File: src/cache_be_pkg.sv
/* Cache back end shared definitions. Default bus widths, helpers that derive
   strobe and address field sizes, and the state types of both channel FSMs */

`default_nettype none

package cache_be_pkg;

   localparam int DEF_ADDR_W        = 32; // Byte address on both sides
   localparam int DEF_DATA_W        = 32;
   localparam int DEF_WORD_OFFSET_W = 2;  // Four words per line

   // Number of byte strobes in one word
   function automatic int strb_w(input int data_w);
      return data_w / 8;
   endfunction

   // Width of the byte select inside a word
   function automatic int byte_offset_w(input int data_w);
      return $clog2(data_w / 8);
   endfunction

   // Width of a word address
   function automatic int word_addr_w(input int addr_w, input int data_w);
      return addr_w - byte_offset_w(data_w);
   endfunction

   // Width of a line address
   function automatic int line_addr_w(input int addr_w, input int data_w,
                                      input int word_offset_w);
      return addr_w - byte_offset_w(data_w) - word_offset_w;
   endfunction

   typedef enum logic [1:0] {
      RD_IDLE,
      RD_REQ,  // Word request on the bus
      RD_WAIT  // Waiting for read data
   } rd_state_t;

   typedef enum logic [1:0] {
      WR_IDLE,
      WR_REQ,  // Strobed write on the bus
      WR_ACK   // Waiting for the write acknowledge
   } wr_state_t;

endpackage

`default_nettype wire

File: src/cache_read_channel.sv
/* Cache line fill engine. Requests every word of the replaced line in order
   and forwards each returned word to the cache with its index */

`default_nettype none

module cache_read_channel #(
   parameter int ADDR_W        = cache_be_pkg::DEF_ADDR_W,
   parameter int DATA_W        = cache_be_pkg::DEF_DATA_W,
   parameter int WORD_OFFSET_W = cache_be_pkg::DEF_WORD_OFFSET_W
) (
   input  wire                      clk_i,
   input  wire                      reset_i,

   // Cache side
   input  wire                      replace_valid_i,
   input  wire [cache_be_pkg::line_addr_w(ADDR_W, DATA_W, WORD_OFFSET_W)-1:0]
                                    replace_addr_i,
   input  wire                      write_busy_i,
   output logic                     replace_o,
   output logic                     read_valid_o,
   output logic [WORD_OFFSET_W-1:0] read_addr_o,
   output logic [DATA_W-1:0]        read_rdata_o,

   // Memory side
   output logic [ADDR_W-1:0]        be_addr_o,
   output logic                     be_valid_o,
   input  wire                      be_ready_i,
   input  wire                      be_ack_i,
   input  wire  [DATA_W-1:0]        be_rdata_i
);

   import cache_be_pkg::*;

   localparam int BYTE_OFF_W = byte_offset_w(DATA_W);
   localparam int LINE_W     = line_addr_w(ADDR_W, DATA_W, WORD_OFFSET_W);
   localparam logic [WORD_OFFSET_W-1:0] LAST_WORD = '1;

   rd_state_t                state;
   logic [LINE_W-1:0]        line_addr;
   logic [WORD_OFFSET_W-1:0] word_cnt;
   logic                     fill_start;
   logic                     word_done;

   // A fill may not overtake a store that is still in flight
   assign fill_start = (state == RD_IDLE) && replace_valid_i && !write_busy_i;
   assign word_done  = (state == RD_WAIT) && be_ack_i;

   assign be_valid_o = (state == RD_REQ);
   assign be_addr_o  = {line_addr, word_cnt, {BYTE_OFF_W{1'b0}}}; // Word aligned

   always_ff @(posedge clk_i) begin
      if (reset_i) begin
         state        <= RD_IDLE;
         word_cnt     <= '0;
         replace_o    <= 1'b0;
         read_valid_o <= 1'b0;
      end else begin
         read_valid_o <= 1'b0; // One pulse per returned word
         case (state)
            RD_IDLE: begin
               if (fill_start) begin
                  state     <= RD_REQ;
                  word_cnt  <= '0;
                  replace_o <= 1'b1;
               end
            end
            RD_REQ: begin
               if (be_ready_i) begin // Held here while the bus stalls
                  state <= RD_WAIT;
               end
            end
            RD_WAIT: begin
               if (be_ack_i) begin
                  read_valid_o <= 1'b1;
                  if (word_cnt == LAST_WORD) begin
                     state     <= RD_IDLE;
                     replace_o <= 1'b0;
                  end else begin
                     state    <= RD_REQ;
                     word_cnt <= word_cnt + 1'b1;
                  end
               end
            end
            default: begin
               state <= RD_IDLE;
            end
         endcase
      end
   end

   // Line address and returned words
   always_ff @(posedge clk_i) begin
      if (fill_start) begin
         line_addr <= replace_addr_i;
      end
      if (word_done) begin
         read_addr_o  <= word_cnt;
         read_rdata_o <= be_rdata_i;
      end
   end

endmodule

`default_nettype wire

File: src/cache_write_channel.sv
/* One-entry write-through buffer. Holds a single store, issues it as a
   strobed bus write and frees the entry once the write is acknowledged */

`default_nettype none

module cache_write_channel #(
   parameter int ADDR_W = cache_be_pkg::DEF_ADDR_W,
   parameter int DATA_W = cache_be_pkg::DEF_DATA_W
) (
   input  wire                                     clk_i,
   input  wire                                     reset_i,

   // Cache side
   input  wire                                     valid_i,
   input  wire [cache_be_pkg::word_addr_w(ADDR_W, DATA_W)-1:0]
                                                   addr_i,
   input  wire [cache_be_pkg::strb_w(DATA_W)-1:0]  wstrb_i,
   input  wire [DATA_W-1:0]                        wdata_i,
   output logic                                    ready_o,
   output logic                                    busy_o,

   // Memory side
   output logic [ADDR_W-1:0]                       be_addr_o,
   output logic                                    be_valid_o,
   output logic [DATA_W-1:0]                       be_wdata_o,
   output logic [cache_be_pkg::strb_w(DATA_W)-1:0] be_wstrb_o,
   input  wire                                     be_ready_i,
   input  wire                                     be_ack_i
);

   import cache_be_pkg::*;

   localparam int STRB_W     = strb_w(DATA_W);
   localparam int BYTE_OFF_W = byte_offset_w(DATA_W);
   localparam int WORD_W     = word_addr_w(ADDR_W, DATA_W);

   wr_state_t         state;
   logic [WORD_W-1:0] addr_q;
   logic [STRB_W-1:0] wstrb_q;
   logic [DATA_W-1:0] wdata_q;
   logic              store_in;

   assign ready_o  = (state == WR_IDLE);
   assign busy_o   = (state != WR_IDLE); // Keeps fills behind a pending store
   assign store_in = valid_i && ready_o;

   assign be_valid_o = (state == WR_REQ);
   assign be_addr_o  = {addr_q, {BYTE_OFF_W{1'b0}}};
   assign be_wdata_o = wdata_q;
   assign be_wstrb_o = be_valid_o ? wstrb_q : '0; // Zero strobe outside a write

   always_ff @(posedge clk_i) begin
      if (reset_i) begin
         state <= WR_IDLE;
      end else begin
         case (state)
            WR_IDLE: begin
               if (store_in) begin
                  state <= WR_REQ;
               end
            end
            WR_REQ: begin
               if (be_ready_i) begin
                  state <= WR_ACK;
               end
            end
            WR_ACK: begin
               if (be_ack_i) begin
                  state <= WR_IDLE;
               end
            end
            default: begin
               state <= WR_IDLE;
            end
         endcase
      end
   end

   // The held store stays stable until the entry is freed
   always_ff @(posedge clk_i) begin
      if (store_in) begin
         addr_q  <= addr_i;
         wstrb_q <= wstrb_i;
         wdata_q <= wdata_i;
      end
   end

endmodule

`default_nettype wire

File: src/cache_back_end.sv
/* Data cache back end. Merges the line fill and write-through channels onto
   one word-wide memory bus and generates the registered write acknowledge */

`default_nettype none

module cache_back_end #(
   parameter int ADDR_W        = cache_be_pkg::DEF_ADDR_W,
   parameter int DATA_W        = cache_be_pkg::DEF_DATA_W,
   parameter int WORD_OFFSET_W = cache_be_pkg::DEF_WORD_OFFSET_W
) (
   input  wire                                     clk_i,
   input  wire                                     reset_i,

   // Line fill
   input  wire                                     replace_valid_i,
   input  wire [cache_be_pkg::line_addr_w(ADDR_W, DATA_W, WORD_OFFSET_W)-1:0]
                                                   replace_addr_i,
   output logic                                    replace_o,
   output logic                                    read_valid_o,
   output logic [WORD_OFFSET_W-1:0]                read_addr_o,
   output logic [DATA_W-1:0]                       read_rdata_o,

   // Store
   input  wire                                     write_valid_i,
   input  wire [cache_be_pkg::word_addr_w(ADDR_W, DATA_W)-1:0]
                                                   write_addr_i,
   input  wire [cache_be_pkg::strb_w(DATA_W)-1:0]  write_wstrb_i,
   input  wire [DATA_W-1:0]                        write_wdata_i,
   output logic                                    write_ready_o,

   // Memory bus
   output logic                                    iob_valid_o,
   output logic [ADDR_W-1:0]                       iob_addr_o,
   output logic [DATA_W-1:0]                       iob_wdata_o,
   output logic [cache_be_pkg::strb_w(DATA_W)-1:0] iob_wstrb_o,
   input  wire                                     iob_ready_i,
   input  wire                                     iob_rvalid_i,
   input  wire  [DATA_W-1:0]                       iob_rdata_i
);

   import cache_be_pkg::*;

   localparam int STRB_W = strb_w(DATA_W);

   logic [ADDR_W-1:0] be_addr_read;
   logic [ADDR_W-1:0] be_addr_write;
   logic              be_valid_read;
   logic              be_valid_write;
   logic [DATA_W-1:0] be_wdata_write;
   logic [STRB_W-1:0] be_wstrb_write;
   logic              be_ready_write;
   logic              write_grant;
   logic              write_busy;
   logic              be_wack;
   logic              be_wack_r;
   logic              be_ack;

   // A store still waiting for the bus must not cut into a running fill
   assign write_grant    = ~replace_o;
   assign be_ready_write = iob_ready_i & write_grant;

   assign iob_valid_o = be_valid_read | (be_valid_write & write_grant);
   assign iob_addr_o  = be_valid_read ? be_addr_read : be_addr_write;
   assign iob_wdata_o = be_wdata_write;
   assign iob_wstrb_o = be_valid_read ? '0 : be_wstrb_write; // Reads carry no strobe

   assign be_wack = iob_valid_o & iob_ready_i & (|iob_wstrb_o);
   assign be_ack  = iob_rvalid_i | be_wack_r;

   always_ff @(posedge clk_i) begin
      if (reset_i) begin
         be_wack_r <= 1'b0;
      end else begin
         be_wack_r <= be_wack; // Writes are acknowledged on the following cycle
      end
   end

   cache_read_channel #(
      .ADDR_W       (ADDR_W),
      .DATA_W       (DATA_W),
      .WORD_OFFSET_W(WORD_OFFSET_W)
   ) read_fsm (
      .clk_i          (clk_i),
      .reset_i        (reset_i),
      .replace_valid_i(replace_valid_i),
      .replace_addr_i (replace_addr_i),
      .write_busy_i   (write_busy),
      .replace_o      (replace_o),
      .read_valid_o   (read_valid_o),
      .read_addr_o    (read_addr_o),
      .read_rdata_o   (read_rdata_o),
      .be_addr_o      (be_addr_read),
      .be_valid_o     (be_valid_read),
      .be_ready_i     (iob_ready_i),
      .be_ack_i       (be_ack),
      .be_rdata_i     (iob_rdata_i)
   );

   cache_write_channel #(
      .ADDR_W(ADDR_W),
      .DATA_W(DATA_W)
   ) write_fsm (
      .clk_i     (clk_i),
      .reset_i   (reset_i),
      .valid_i   (write_valid_i),
      .addr_i    (write_addr_i),
      .wstrb_i   (write_wstrb_i),
      .wdata_i   (write_wdata_i),
      .ready_o   (write_ready_o),
      .busy_o    (write_busy),
      .be_addr_o (be_addr_write),
      .be_valid_o(be_valid_write),
      .be_wdata_o(be_wdata_write),
      .be_wstrb_o(be_wstrb_write),
      .be_ready_i(be_ready_write),
      .be_ack_i  (be_ack)
   );

endmodule

`default_nettype wire

File: config.mk
export PLATFORM = sky130hd
export DESIGN_NAME = cache_back_end
export DESIGN_NICKNAME = d
export VERILOG_FILES = /design/src/cache_be_pkg.sv /design/src/cache_read_channel.sv /design/src/cache_write_channel.sv /design/src/cache_back_end.sv
export SDC_FILE = /design/constraint.sdc
export NUM_CORES = 1
export LEC_CHECK = 0
export ABC_AREA = 0
export BUFFER_PORTS_ARGS = -buffer_cell sky130_fd_sc_hd__buf_2
export CORE_ASPECT_RATIO = 1.75
export CORE_MARGIN = 5
export CORE_UTILIZATION = 47
export CTS_BUF_LIST = sky130_fd_sc_hd__clkbuf_8
export DETAILED_ROUTE_END_ITERATION = 12
export PLACE_DENSITY = 0.82
export SYNTH_ARGS = -nofsm -noshare
export SYNTH_HDL_FRONTEND = slang
export SYNTH_SLANG_ARGS = --single-unit
File: constraint.sdc
create_clock -name clk_i -period 4 [get_ports clk_i]
set_clock_uncertainty 0.1 [all_clocks]
set_input_delay 1.2 -clock clk_i [delete_from_list [all_inputs] [get_ports clk_i]]
set_output_delay 1.2 -clock clk_i [all_outputs]
set_load 0.005 [all_outputs]
# After elaboration in Yosys (flattened, before gate mapping)
# Index checks and enable logic that the tools add are counted.
# op_classes
add_sub_neg	1
n_eq_ne	13
mux	21
n_bitwise	8
reduce_logical	15
# ops
op	n
32-bit two-way mux	1
2-bit two-way mux	9
2-bit case mux with 3 select lines	2
2-bit != test (second input constant)	5
4-bit two-way mux	2
4-bit AND reduction	2
2-bit equality test (second input constant)	3
2-bit by 1-bit != test with 1-bit output (second input constant)	3
3-bit AND reduction	2
1-bit two-way mux	5
1-bit AND	4
2-bit by 1-bit equality test with 1-bit output (second input constant)	2
1-bit logical AND	4
2-bit logical NOT	2
2-bit case mux with 2 select lines	1
2-bit nonzero test	2
4-bit OR reduction	1
2-bit by 1-bit adder with 2-bit output (second input constant)	1
1-bit inverter	2
1-bit OR	2
1-bit case mux with 2 select lines	1
2-bit OR reduction	1
1-bit logical NOT	1
# word_totals
regBits	137
input_bits	132
word_cells	70

# Logic depth before layout (Yosys ltp)
# Gate-level depths: netlist of run 1.
# depth
depth_word	5
depth_mapped	5
depth_no_buf	4

# Hierarchy
# From an unflattened synthesis of run 1, not the netlist that was laid out.
# hier_totals
cells_unflattened	229
hier_area_um2	4795.8
# modules_own_cells
module	n_inst	cells_per_inst	area_per_inst_um2	seq_area_each_um2
cache_read_channel	1	95	2168.3	1981.9
cache_write_channel	1	84	2127.0	2021.9
cache_back_end	1	50	500.5	20.0

# Worst setup path after synthesis of run 1
# Ideal clock, no wire load.
# synth_timing
kind	input to register
startpoint	input port write_valid_i
endpoint	register write_fsm.addr_q[0] (enable)
setup_time_ps	431
arrival_ps	2751
t_required_ps	3469
slack_ps	718
stages	1
n_path_buf	0
cell_sequence	and2_1
# synth_between
elab_chain_len	1
# synth_lines
item	line_no	rtl
start: declaration	cache_back_end.sv:24	input wire write_valid_i,
1-bit logical AND	cache_write_channel.sv:45	assign store_in = valid_i && ready_o;
end signal: assignment	cache_write_channel.sv:82	addr_q <= addr_i;
end: declaration	cache_write_channel.sv:38	logic [WORD_W-1:0] addr_q;
# No other way between the ends.
# A chain may end at the register's enable or synchronous reset.

# Final worst setup path of run 1
# layout_timing
startpoint	register read_fsm.state[0]
endpoint	output port iob_addr_o[21]
# layout_between
elab_chain_len	2
# layout_lines
item	line_no	rtl
start: declaration	cache_read_channel.sv:38	rd_state_t state;
start signal: assignment	cache_read_channel.sv:53	state <= RD_IDLE;
start signal: assignment	cache_read_channel.sv:62	state <= RD_REQ;
start signal: assignment	cache_read_channel.sv:69	state <= RD_WAIT;
2-bit by 1-bit equality test with 1-bit output	cache_read_channel.sv:48	assign be_valid_o = (state == RD_REQ);
32-bit two-way mux	cache_back_end.sv:63	assign iob_addr_o = be_valid_read ? be_addr_read : be_addr_write;
end: declaration	cache_back_end.sv:33	output logic [ADDR_W-1:0] iob_addr_o,
# No other way between the ends.

==> results of run 1 <==
[worst max-delay path: stages (launching register included)]
cell and delay (ns):
dfxtp_1 0.37, nor2b_4 0.14, buf_4 0.41, mux2_1 0.40
buf_2 0.14
[through the flow]
step                      hold slack (ns)  setup WS, ns  utilization [%]
final                               0.422         0.807             66.3
after CTS                           0.402         0.772             66.3
after global routing                0.440         0.694             66.3
after detailed placement            0.398          1.20             61.4
after floorplan                     0.352         0.718                -
after global placement              0.365          1.27             61.4
[cells by family (layout without fill, tap and decap cells)]
kind of cell	count (synthesis)	in the layout	synth area share, %
AO/OA/AOI/OAI	8	8	1.26
adder cells (fa/ha/maj)	1	1	0.267
AND/OR/NAND/NOR	30	30	3.66
other	1	2	0.0802
multiplexers	30	30	7.22
flip-flops	137	137	86.0
buffers and inverters	10	274	1.47
[routing by layer]
layer,vias up,track usage [%],share of wire [%]
met1,1381,18.4,31
met3,20,7.88,11
met4,0,8.42,2.1
met2,201,35.2,56
met5,-,0,0
li1,1345,-,-
[final cells by class]
class | instances | area, µm² | share of cell area, %
Sequential cell | 137 | 4020 | 62.0
Timing Repair Buffer | 239 | 1220 | 18.8
Multi-Input combinational cell | 71 | 599 | 9.23
Clock inverter | 15 | 248 | 3.82
Clock buffer | 17 | 234 | 3.60
Tap cell | 125 | 156 | 2.41
Inverter | 3 | 11.3 | 0.173
[worst max-delay path by stage]
stage,from,slack (ns),depth (start not counted),endpoint
6_report,read_fsm.state[0]$_SDFFE_PP0P_,0.81,4,iob_addr_o[21]
5_1_grt,read_fsm.state[0]$_SDFFE_PP0P_,0.69,4,iob_addr_o[2]
4_1_cts,read_fsm.state[0]$_SDFFE_PP0P_,0.77,4,iob_addr_o[2]
3_5_place_dp,replace_valid_i,1.20,4,read_fsm.line_addr[0]$_DFFE_PP_
3_3_place_gp,replace_valid_i,1.27,4,read_fsm.line_addr[2]$_DFFE_PP_
2_1_floorplan,write_valid_i,0.72,1,write_fsm.addr_q[0]$_DFFE_PP_
[flip-flops by register name, summed over array words and instances (netlist names), 2 cells and up]
register,cells
write_fsm.be_wdata_o,32
write_fsm.wstrb_q,4
read_fsm.line_addr,28
read_fsm.read_addr_o,2
read_fsm.word_cnt,2
read_fsm.state,2
write_fsm.state,2
write_fsm.addr_q,30
read_fsm.read_rdata_o,32
[cells in the final DEF, fill, tap and decap left out, types with 2 or more instances in the layout]
cell type / netlist / routed
a21oi_1: 3 / 3
clkbuf_8: 0 / 17
nor3_1: 3 / 3
nor4_1: 2 / 2
clkinv_4: 0 / 3
nor2_1: 7 / 6
bufinv_16: 0 / 6
edfxtp_1: 128 / 128
dfxtp_1: 9 / 9
mux2_2: 26 / 26
and2_1: 5 / 4
conb_1: 1 / 2
inv_1: 3 / 3
clkinvlp_4: 0 / 2
nand3_1: 3 / 3
buf_2: 1 / 235
buf_4: 2 / 3
mux2_1: 4 / 4
nor2_2: 1 / 2
nand2b_1: 3 / 3
inv_6: 0 / 2
[power groups by stage]
stage	Sequential [W]	Combinational [W]	Clock (W)
floorplan	0.00172	0.000116	0
global placement	0.00172	0.000275	0
detailed placement	0.00173	0.000284	0
CTS	0.00169	0.000287	0.00136
global route	0.00170	0.000308	0.00143
finish	0.00169	0.000281	0.00133
==> metrics.txt, run 1 <==
RSZ-0062 raised after global routing false; number of global-route vias before repair 3,182; Peak VDD IR 0.406 mV; DIE WIDTH 85.4 µm; Final Wtd Congestion 0.788; status completed; Max FO, Critical Path 34; DR WL/cell 18.9 µm; setup total negative slack 0 ns; clk sinks 137; synth warn 0; first-pass GRT wire length 17,000 µm; core area 9790 µm²; worst flop-to-flop path endpoint read_fsm.line_addr[4]$_DFFE_PP_; Num CTS Buffers 17; share of cells above drive strength 1 62.7%; pin count of the biggest net entering global routing 42; Mapped Cells 217; count leader, synth edfxtp_1; Tightest Pin Transition 0.741 ns; hold path cells 2; gr ovfl total 0; ant diodes 0; Sw Pwr 0.000689 W; Overall Global Routing Usage 19.2%; fin nets 602; Initial Util 47.8%; PortBufs 235; io pins 238; Switching Share 20.9%; count of endpoints failing hold in the final timing report 0; combinational power share 8.5%; Hold/Removal Path Class register to register; Max Fclk 313 MHz; final instance area 6490 µm²; drt initial violations 117; Worst R2R Start read_fsm.state[1]$_SDFFE_PP0P_; endpoint class of the critical path primary output; Hold Buf Count CTS 0; Vias 2,947; placed cells 575; synth top area cells edfxtp_1 82%, mux2_2 6.3%, dfxtp_1 3.9%; Max-slew headroom 50.6%; Area Growth Syn to Fin 38.8%; Post-synth EDFFs 128; Critical Path AT 1.89 ns; Clock Path Buffers 2; Leak Pwr 2.67 nW; worst-skew pair later-pin latency 0.43 ns; clock slew at reported path FFs 0.08 ns; crit start category register; Die Area 12,100 µm²; WL final 11,500 µm; Via-to-Cell Ratio 4.86; dpl cell area 6010 µm²; fin crit share 79.8%; Vert. Die Dim 142 µm; Top FF cell, synth edfxtp_1; Yosys top cell by area edfxtp_1; post-synth top area share 82.2%; Yosys reg bits 137; R2R depth 4; CTS tree yes; H-tree depth 4; sequential area share after synthesis 86.0%; mapped cell area 4680 µm²; Hold Path End read_fsm.replace_o$_SDFFE_PP0P_; max-capacitance violation count 0; Pwr per Cell Area 509 nW/µm²; post-CTS setup repair buffer count 0; CP Class register to primary output; fraction of registers with async set/reset 0%; Tmin final 3.19 ns; Internal Power 0.00262 W; initial antenna violation count 0; Hold Crit Start read_fsm.replace_o$_SDFFE_PP0P_; critical path required time 2.70 ns; Max Slew Vio Count 0; slack of the worst reg-to-reg path 1.96 ns; DRT antenna net count 0; Tot Pwr 0.00331 W; Synth cell types 29; Post-synth top cells 128 x edfxtp_1, 26 x mux2_2, 9 x dfxtp_1, 7 x nor2_1, 5 x and2_1; Clock Tree Root clkbuf_8; clock power share 40.3%; CTS resizes 0; final non-filler cell total 607; Site Rows 48; DRT Pass-1 Iters 4; DP Wirelength 8650 µm; Sequential Power Share 51.2%; # DRC 0; fill count 674; endpoints failing setup 0; syn_area_per_cell 21.6 µm²
(Power assumes the default switching activity.)
==> run 2, diff against run 1 <==
==> constraint.sdc (replaced) <==
create_clock -name clk_i -period 3.08 [get_ports clk_i]
set_clock_uncertainty 0.1 [all_clocks]
set_input_delay 0.924 -clock clk_i [delete_from_list [all_inputs] [get_ports clk_i]]
set_output_delay 0.924 -clock clk_i [all_outputs]
set_load 0.005 [all_outputs]
==> run 2 against run 1 <==
Clock power grew 26%. Die area unchanged. Routed wire length up 2.5%. Non-clock buffer count is 3 higher. Via count increased by 1.7%. Core utilization shrank 0.18 points. First-iteration DRC count rose by 46%. Global-route usage grew 0.33 points. Flip-flop and latch count did not move. Sequential share of layout area grew 0.17 points. Critical path type unchanged. Critical endpoint is now iob_addr_o[17]. Largest cell class unchanged. Highest routed layer unchanged.
==> metrics.txt, run 2 (synthesized netlist as in run 1, its figures left out) <==
status completed (unchanged); DRT antenna net count 0 (unchanged); critical path required time 2.06 ns (was 2.70 ns); worst-skew pair later-pin latency 0.45 ns (was 0.43 ns); clk sinks 137 (unchanged); gr ovfl total 0 (unchanged); crit path from read_fsm.state[0]$_SDFFE_PP0P_ (unchanged); Area Growth Syn to Fin 38.4% (was 38.8%); setup total negative slack 0 ns (unchanged); Sequential Power Share 51.9% (was 51.2%); DRT Pass-1 Iters 4 (unchanged); Internal Power 0.00332 W (was 0.00262 W); Leak Pwr 2.68 nW (was 2.67 nW); Initial Util 47.8% (unchanged); Place WS 0.786 ns (was 1.20 ns); Max FO, Critical Path 17 (was 34); number of global-route vias before repair 3,263 (was 3,182); fin nets 605 (was 602); Tmin final 2.82 ns; CTS resizes 0 (unchanged); Num CTS Buffers 17 (unchanged); Die Area 12,100 µm² (unchanged); endpoints failing setup 0 (unchanged); setup slack after layout 0.258 ns (was 0.807 ns); RSZ-0062 raised after global routing false (unchanged); Site Rows 48 (unchanged); clock power share 39.3% (was 40.3%); Hold/Removal Path Class register to register (unchanged); endpoint class of the critical path primary output (unchanged); drt initial violations 171 (was 117); DIE WIDTH 85.4 µm (unchanged); delay-heaviest family, CP buffers and inverters (unchanged); final instance area 6470 µm² (was 6490 µm²); dpl cell area 6020 µm² (was 6010 µm²); core area 9790 µm² (unchanged); Via-to-Cell Ratio 4.91 (was 4.86); commonest cells after routing, fill and taps aside 235 x buf_2, 128 x edfxtp_1, 26 x mux2_2 (unchanged); combinational power share 8.8% (was 8.5%); fill count 681 (was 674); share of cells above drive strength 1 62.9% (was 62.7%); Final Wtd Congestion 0.779 (was 0.788); Vert. Die Dim 142 µm (unchanged); Peak VDD IR 0.403 mV (was 0.406 mV); H-tree depth 4 (unchanged); ant diodes 0 (unchanged); post-CTS setup repair buffer count 0 (unchanged); Max Slew Vio Count 0 (unchanged); Sw Pwr 0.000921 W (was 0.000689 W); Worst R2R Start write_fsm.state[0]$_SDFFE_PP0P_ (was read_fsm.state[1]$_SDFFE_PP0P_); DR WL/cell 19.3 µm (was 18.9 µm); Clock Path Buffers 2 (unchanged); Max Fclk 354 MHz; Pwr per Cell Area 654 nW/µm² (was 509 nW/µm²); Hold Crit Start write_fsm.state[1]$_SDFFE_PP0P_ (was read_fsm.replace_o$_SDFFE_PP0P_); Critical Path AT 1.80 ns (was 1.89 ns); PortBufs 235 (unchanged); io pins 238 (unchanged); Switching Share 21.7% (was 20.9%); clock slew at reported path FFs 0.08 ns (about the same); DP Wirelength 8830 µm (was 8650 µm); Reg area 4020 µm² (unchanged); most common cell after layout, fill and taps aside buf_2 (unchanged); first-pass GRT wire length 17,200 µm (was 17,000 µm); Clock Tree Root clkbuf_8 (unchanged); Tot Pwr 0.00424 W (was 0.00331 W); Hold Buf Count CTS 0 (unchanged); CTS tree yes (unchanged); Vias 2,998 (was 2,947); pin count of the biggest net entering global routing 41 (was 42); fin crit share 91.6%; Slowest cell on crit path mux2_2 (was buf_4); max-capacitance violation count 0 (unchanged); slowest stage delay, CP 0.39 ns (was 0.41 ns); cells along the critical path nor2b_4 > buf_4 > mux2_2 > buf_2 (was nor2b_4 > buf_4 > mux2_1 > buf_2); # DRC 0 (unchanged); crit start category register (unchanged); area of the multi-input gates 599 µm² (unchanged); WP buf/inv 2 (unchanged); initial antenna violation count 0 (unchanged); count of endpoints failing hold in the final timing report 0 (unchanged); Overall Global Routing Usage 19.5% (was 19.2%); CP Class register to primary output (unchanged); slack of the worst reg-to-reg path 1.44 ns (was 1.96 ns); WL final 11,800 µm (was 11,500 µm)
## run 2: layout make-up
| class | instances | share of cell area (%) |
|---|---|---|
| well taps | 125 | 2.42 |
| multi-input cells | 71 | 9.26 |
| inverters | 3 | 0.174 |
| clock inverters | 15 | 3.40 |
| flip-flops and latches | 137 | 62.2 |
| clock buffers | 17 | 3.61 |
| repair buffers | 242 | 19.0 |
## run 2: metal layers
layer  track usage (%)  wire length, µm  up-vias
li1                  -                -     1352
met1              18.4             3660     1428
met2              35.7             6500      191
met3              7.94             1300       27
met4              9.76              319        0
met5                 0                0        -
## run 2: per-stage QoR
step,utilization [%],hold WS (ns),std cells
floorplan,-,0.352,218
detailed placement,61.5,0.382,578
global placement,61.5,0.363,578
finish,66.1,0.404,610
CTS,66.1,0.401,610
global route,66.1,0.408,610
## run 2: final timing paths
kind | end | depth (start not counted)
worst max-delay path | iob_addr_o[17] | 4
worst min-delay path | write_fsm.state[0]$_SDFFE_PP0P_ | 1
worst max register to register | write_fsm.addr_q[16]$_DFFE_PP_ | 3
worst min register to register | write_fsm.state[0]$_SDFFE_PP0P_ | 1
## run 2: power by group through the flow
stage,registers (W),clock network (W),logic [W]
finish,0.00220,0.00167,0.000371
detailed placement,0.00224,0,0.000375
global route,0.00221,0.00179,0.000403
CTS,0.00220,0.00170,0.000378
global placement,0.00223,0,0.000360
floorplan,0.00224,0,0.000151
==> run 3, diff against run 2 <==
--- a/config.mk
+++ b/config.mk
@@ -12,7 +12,8 @@
 export CORE_UTILIZATION = 47
 export CTS_BUF_LIST = sky130_fd_sc_hd__clkbuf_8
 export DETAILED_ROUTE_END_ITERATION = 12
-export PLACE_DENSITY = 0.82
+export MAX_ROUTING_LAYER = met4
+export PLACE_DENSITY = 0.93
 export SYNTH_ARGS = -nofsm -noshare
 export SYNTH_HDL_FRONTEND = slang
 export SYNTH_SLANG_ARGS = --single-unit
==> run 3 against run 2 <==
Core utilization is 1.2 points lower. Final area is 1.8% lower. Sequential power hardly changed. Worst setup slack worse by 0.12 ns. Register-to-register slack hardly changed. Sequential share of layout area is 1.1 points higher. Hold slack worse by 0.0045 ns. Clock power is 26% lower. Combinational power hardly changed. Largest power group unchanged. Routed wire length is 5.8% lower. Die area stayed put.
==> metrics.txt, run 3 (synthesized netlist as in run 1, its figures left out) <==
met1 Use GR 18.2% (was 18.4%); Via-to-Cell Ratio 4.82 (was 4.91); CP Class register to primary output (unchanged); Clock Path Buffers 2 (unchanged); DP Wirelength 8370 µm (was 8830 µm); Slowest cell on crit path buf_4 (was mux2_2); max-capacitance violation count 0 (unchanged); Max Slew Vio Count 0 (unchanged); GR Util met3 5.91% (was 7.94%); initial antenna violation count 0 (unchanged); WP buf/inv 2 (unchanged); slowest stage delay, CP 0.42 ns (was 0.39 ns); Area Growth Syn to Fin 36.0% (was 38.4%); Sequential Power Share 57.7% (was 51.9%); drt initial violations 126 (was 171); Initial Util 47.8% (unchanged); CTS tree yes (unchanged); Place WS 0.604 ns (was 0.786 ns); count of endpoints failing hold in the final timing report 0 (unchanged); fin nets 603 (was 605); core area 9790 µm² (unchanged); status completed (unchanged); Pwr per Cell Area 598 nW/µm² (was 654 nW/µm²); delay-heaviest family, CP buffers and inverters (unchanged); WHS 0.400 ns (was 0.404 ns); Overall Global Routing Usage 19.0% (was 19.5%); Clock Tree Root clkbuf_8 (unchanged); WL final 11,100 µm (was 11,800 µm); Final Wtd Congestion 0.779 (unchanged); final instance area 6360 µm² (was 6470 µm²); Vert. Die Dim 142 µm (unchanged); Critical Path AT 1.92 ns (was 1.80 ns); Max FO, Critical Path 34 (was 17); worst-skew pair later-pin latency 0.43 ns (was 0.45 ns); Site Rows 48 (unchanged); Vias 2,928 (was 2,998); DRT Pass-1 Iters 4 (unchanged); DR WL/cell 18.3 µm (was 19.3 µm); pin count of the biggest net entering global routing 61 (was 41); Leak Pwr 2.60 nW (was 2.68 nW); post-CTS setup repair buffer count 0 (unchanged); commonest cells after routing, fill and taps aside 235 x buf_2, 128 x edfxtp_1, 26 x mux2_2 (unchanged); Switching Share 23.8% (was 21.7%); most common cell after layout, fill and taps aside buf_2 (unchanged); cells along the critical path nor2b_4 > buf_4 > mux2_2 > buf_2 (unchanged); H-tree depth 4 (unchanged); Num CTS Buffers 17 (unchanged); clock slew at reported path FFs 0.08 ns (about the same); fin crit share 95.4% (was 91.6%); clock power share 32.6% (was 39.3%); PortBufs 235 (unchanged); fill count 688 (was 681); Internal Power 0.00290 W (was 0.00332 W); io pins 238 (unchanged); Tmin final 2.94 ns (was 2.82 ns); CTS resizes 0 (unchanged); Hold/Removal Path Class register to register (unchanged); clk sinks 137 (unchanged); setup total negative slack 0 ns (unchanged); ant diodes 0 (unchanged); endpoints failing setup 0 (unchanged); critical path required time 2.06 ns (about the same); number of global-route vias before repair 3,237 (was 3,263); Peak VDD IR 0.417 mV (was 0.403 mV); first-pass GRT wire length 16,300 µm (was 17,200 µm); DIE WIDTH 85.4 µm (unchanged); met2 Use GR 33.9% (was 35.7%); share of cells above drive strength 1 62.7% (was 62.9%); RSZ-0062 raised after global routing false (unchanged); Max Fclk 340 MHz (was 354 MHz); combinational power share 9.7% (was 8.8%); endpoint class of the critical path primary output (unchanged); Die Area 12,100 µm² (unchanged); dpl cell area 6020 µm² (about the same); Sw Pwr 0.000905 W (was 0.000921 W); setup slack after layout 0.141 ns (was 0.258 ns); Hold Buf Count CTS 0 (unchanged); gr ovfl total 0 (unchanged); busiest grt layer met2 (unchanged); # DRC 0 (unchanged); crit start category register (unchanged); DRT antenna net count 0 (unchanged)
[run 3: cell count changes in the layout (fill, tap and decap cells not counted), sizes merged]
cell	previous run	this run
clkinvlp	1	7
clkinv	6	5
buf	242	240
bufinv	5	0
[run 3: layout make-up]
class	count	area, µm²	share of cell area [%]
well taps	125	156	2.46
clock inverters	15	103	1.61
clock buffers	17	234	3.68
repair buffers	240	1230	19.3
multi-input cells	71	604	9.50
inverters	3	11.3	0.177
flip-flops and latches	137	4020	63.3
[run 3: layer usage]
layer,routed length [µm],up-vias
met5,0,-
met4,263,0
met2,6150,189
li1,-,1349
met3,1010,20
met1,3690,1370
[run 3: worst paths after layout]
kind                                                       from                               to  slack (ns)  cells after the start
worst max-delay path             read_fsm.state[0]$_SDFFE_PP0P_                   iob_addr_o[15]        0.14                      4
worst min register to register  write_fsm.state[1]$_SDFFE_PP0P_  write_fsm.state[0]$_SDFFE_PP0P_        0.40                      1
worst max register to register  write_fsm.state[0]$_SDFFE_PP0P_   write_fsm.addr_q[28]$_DFFE_PP_        1.44                      3
worst min-delay path            write_fsm.state[1]$_SDFFE_PP0P_  write_fsm.state[0]$_SDFFE_PP0P_        0.40                      1
[run 3: per-stage QoR]
stage / std cells / total power [W] / util, %
finish: 608 / 0.00381 / 65.0
detailed placement: 576 / 0.00261 / 61.5
CTS: 608 / 0.00384 / 65.0
floorplan: 218 / 0.00239 / -
global route: 608 / 0.00397 / 65.0
global placement: 576 / 0.00259 / 61.5
[run 3: power groups by stage]
| stage | Combinational [W] | Sequential [W] | Clock, W |
|---|---|---|---|
| after global placement | 0.000356 | 0.00223 | 0 |
| final | 0.000368 | 0.00220 | 0.00124 |
| after global routing | 0.000401 | 0.00220 | 0.00137 |
| after floorplan | 0.000151 | 0.00224 | 0 |
| after CTS | 0.000376 | 0.00220 | 0.00126 |
| after detailed placement | 0.000373 | 0.00224 | 0 |
[run 3: worst reg2reg max path: stages (launching register included)]
cell and delay [ns]:
dfxtp_1 0.37, nor2_2 0.16, and2_2 0.31, buf_12 0.33
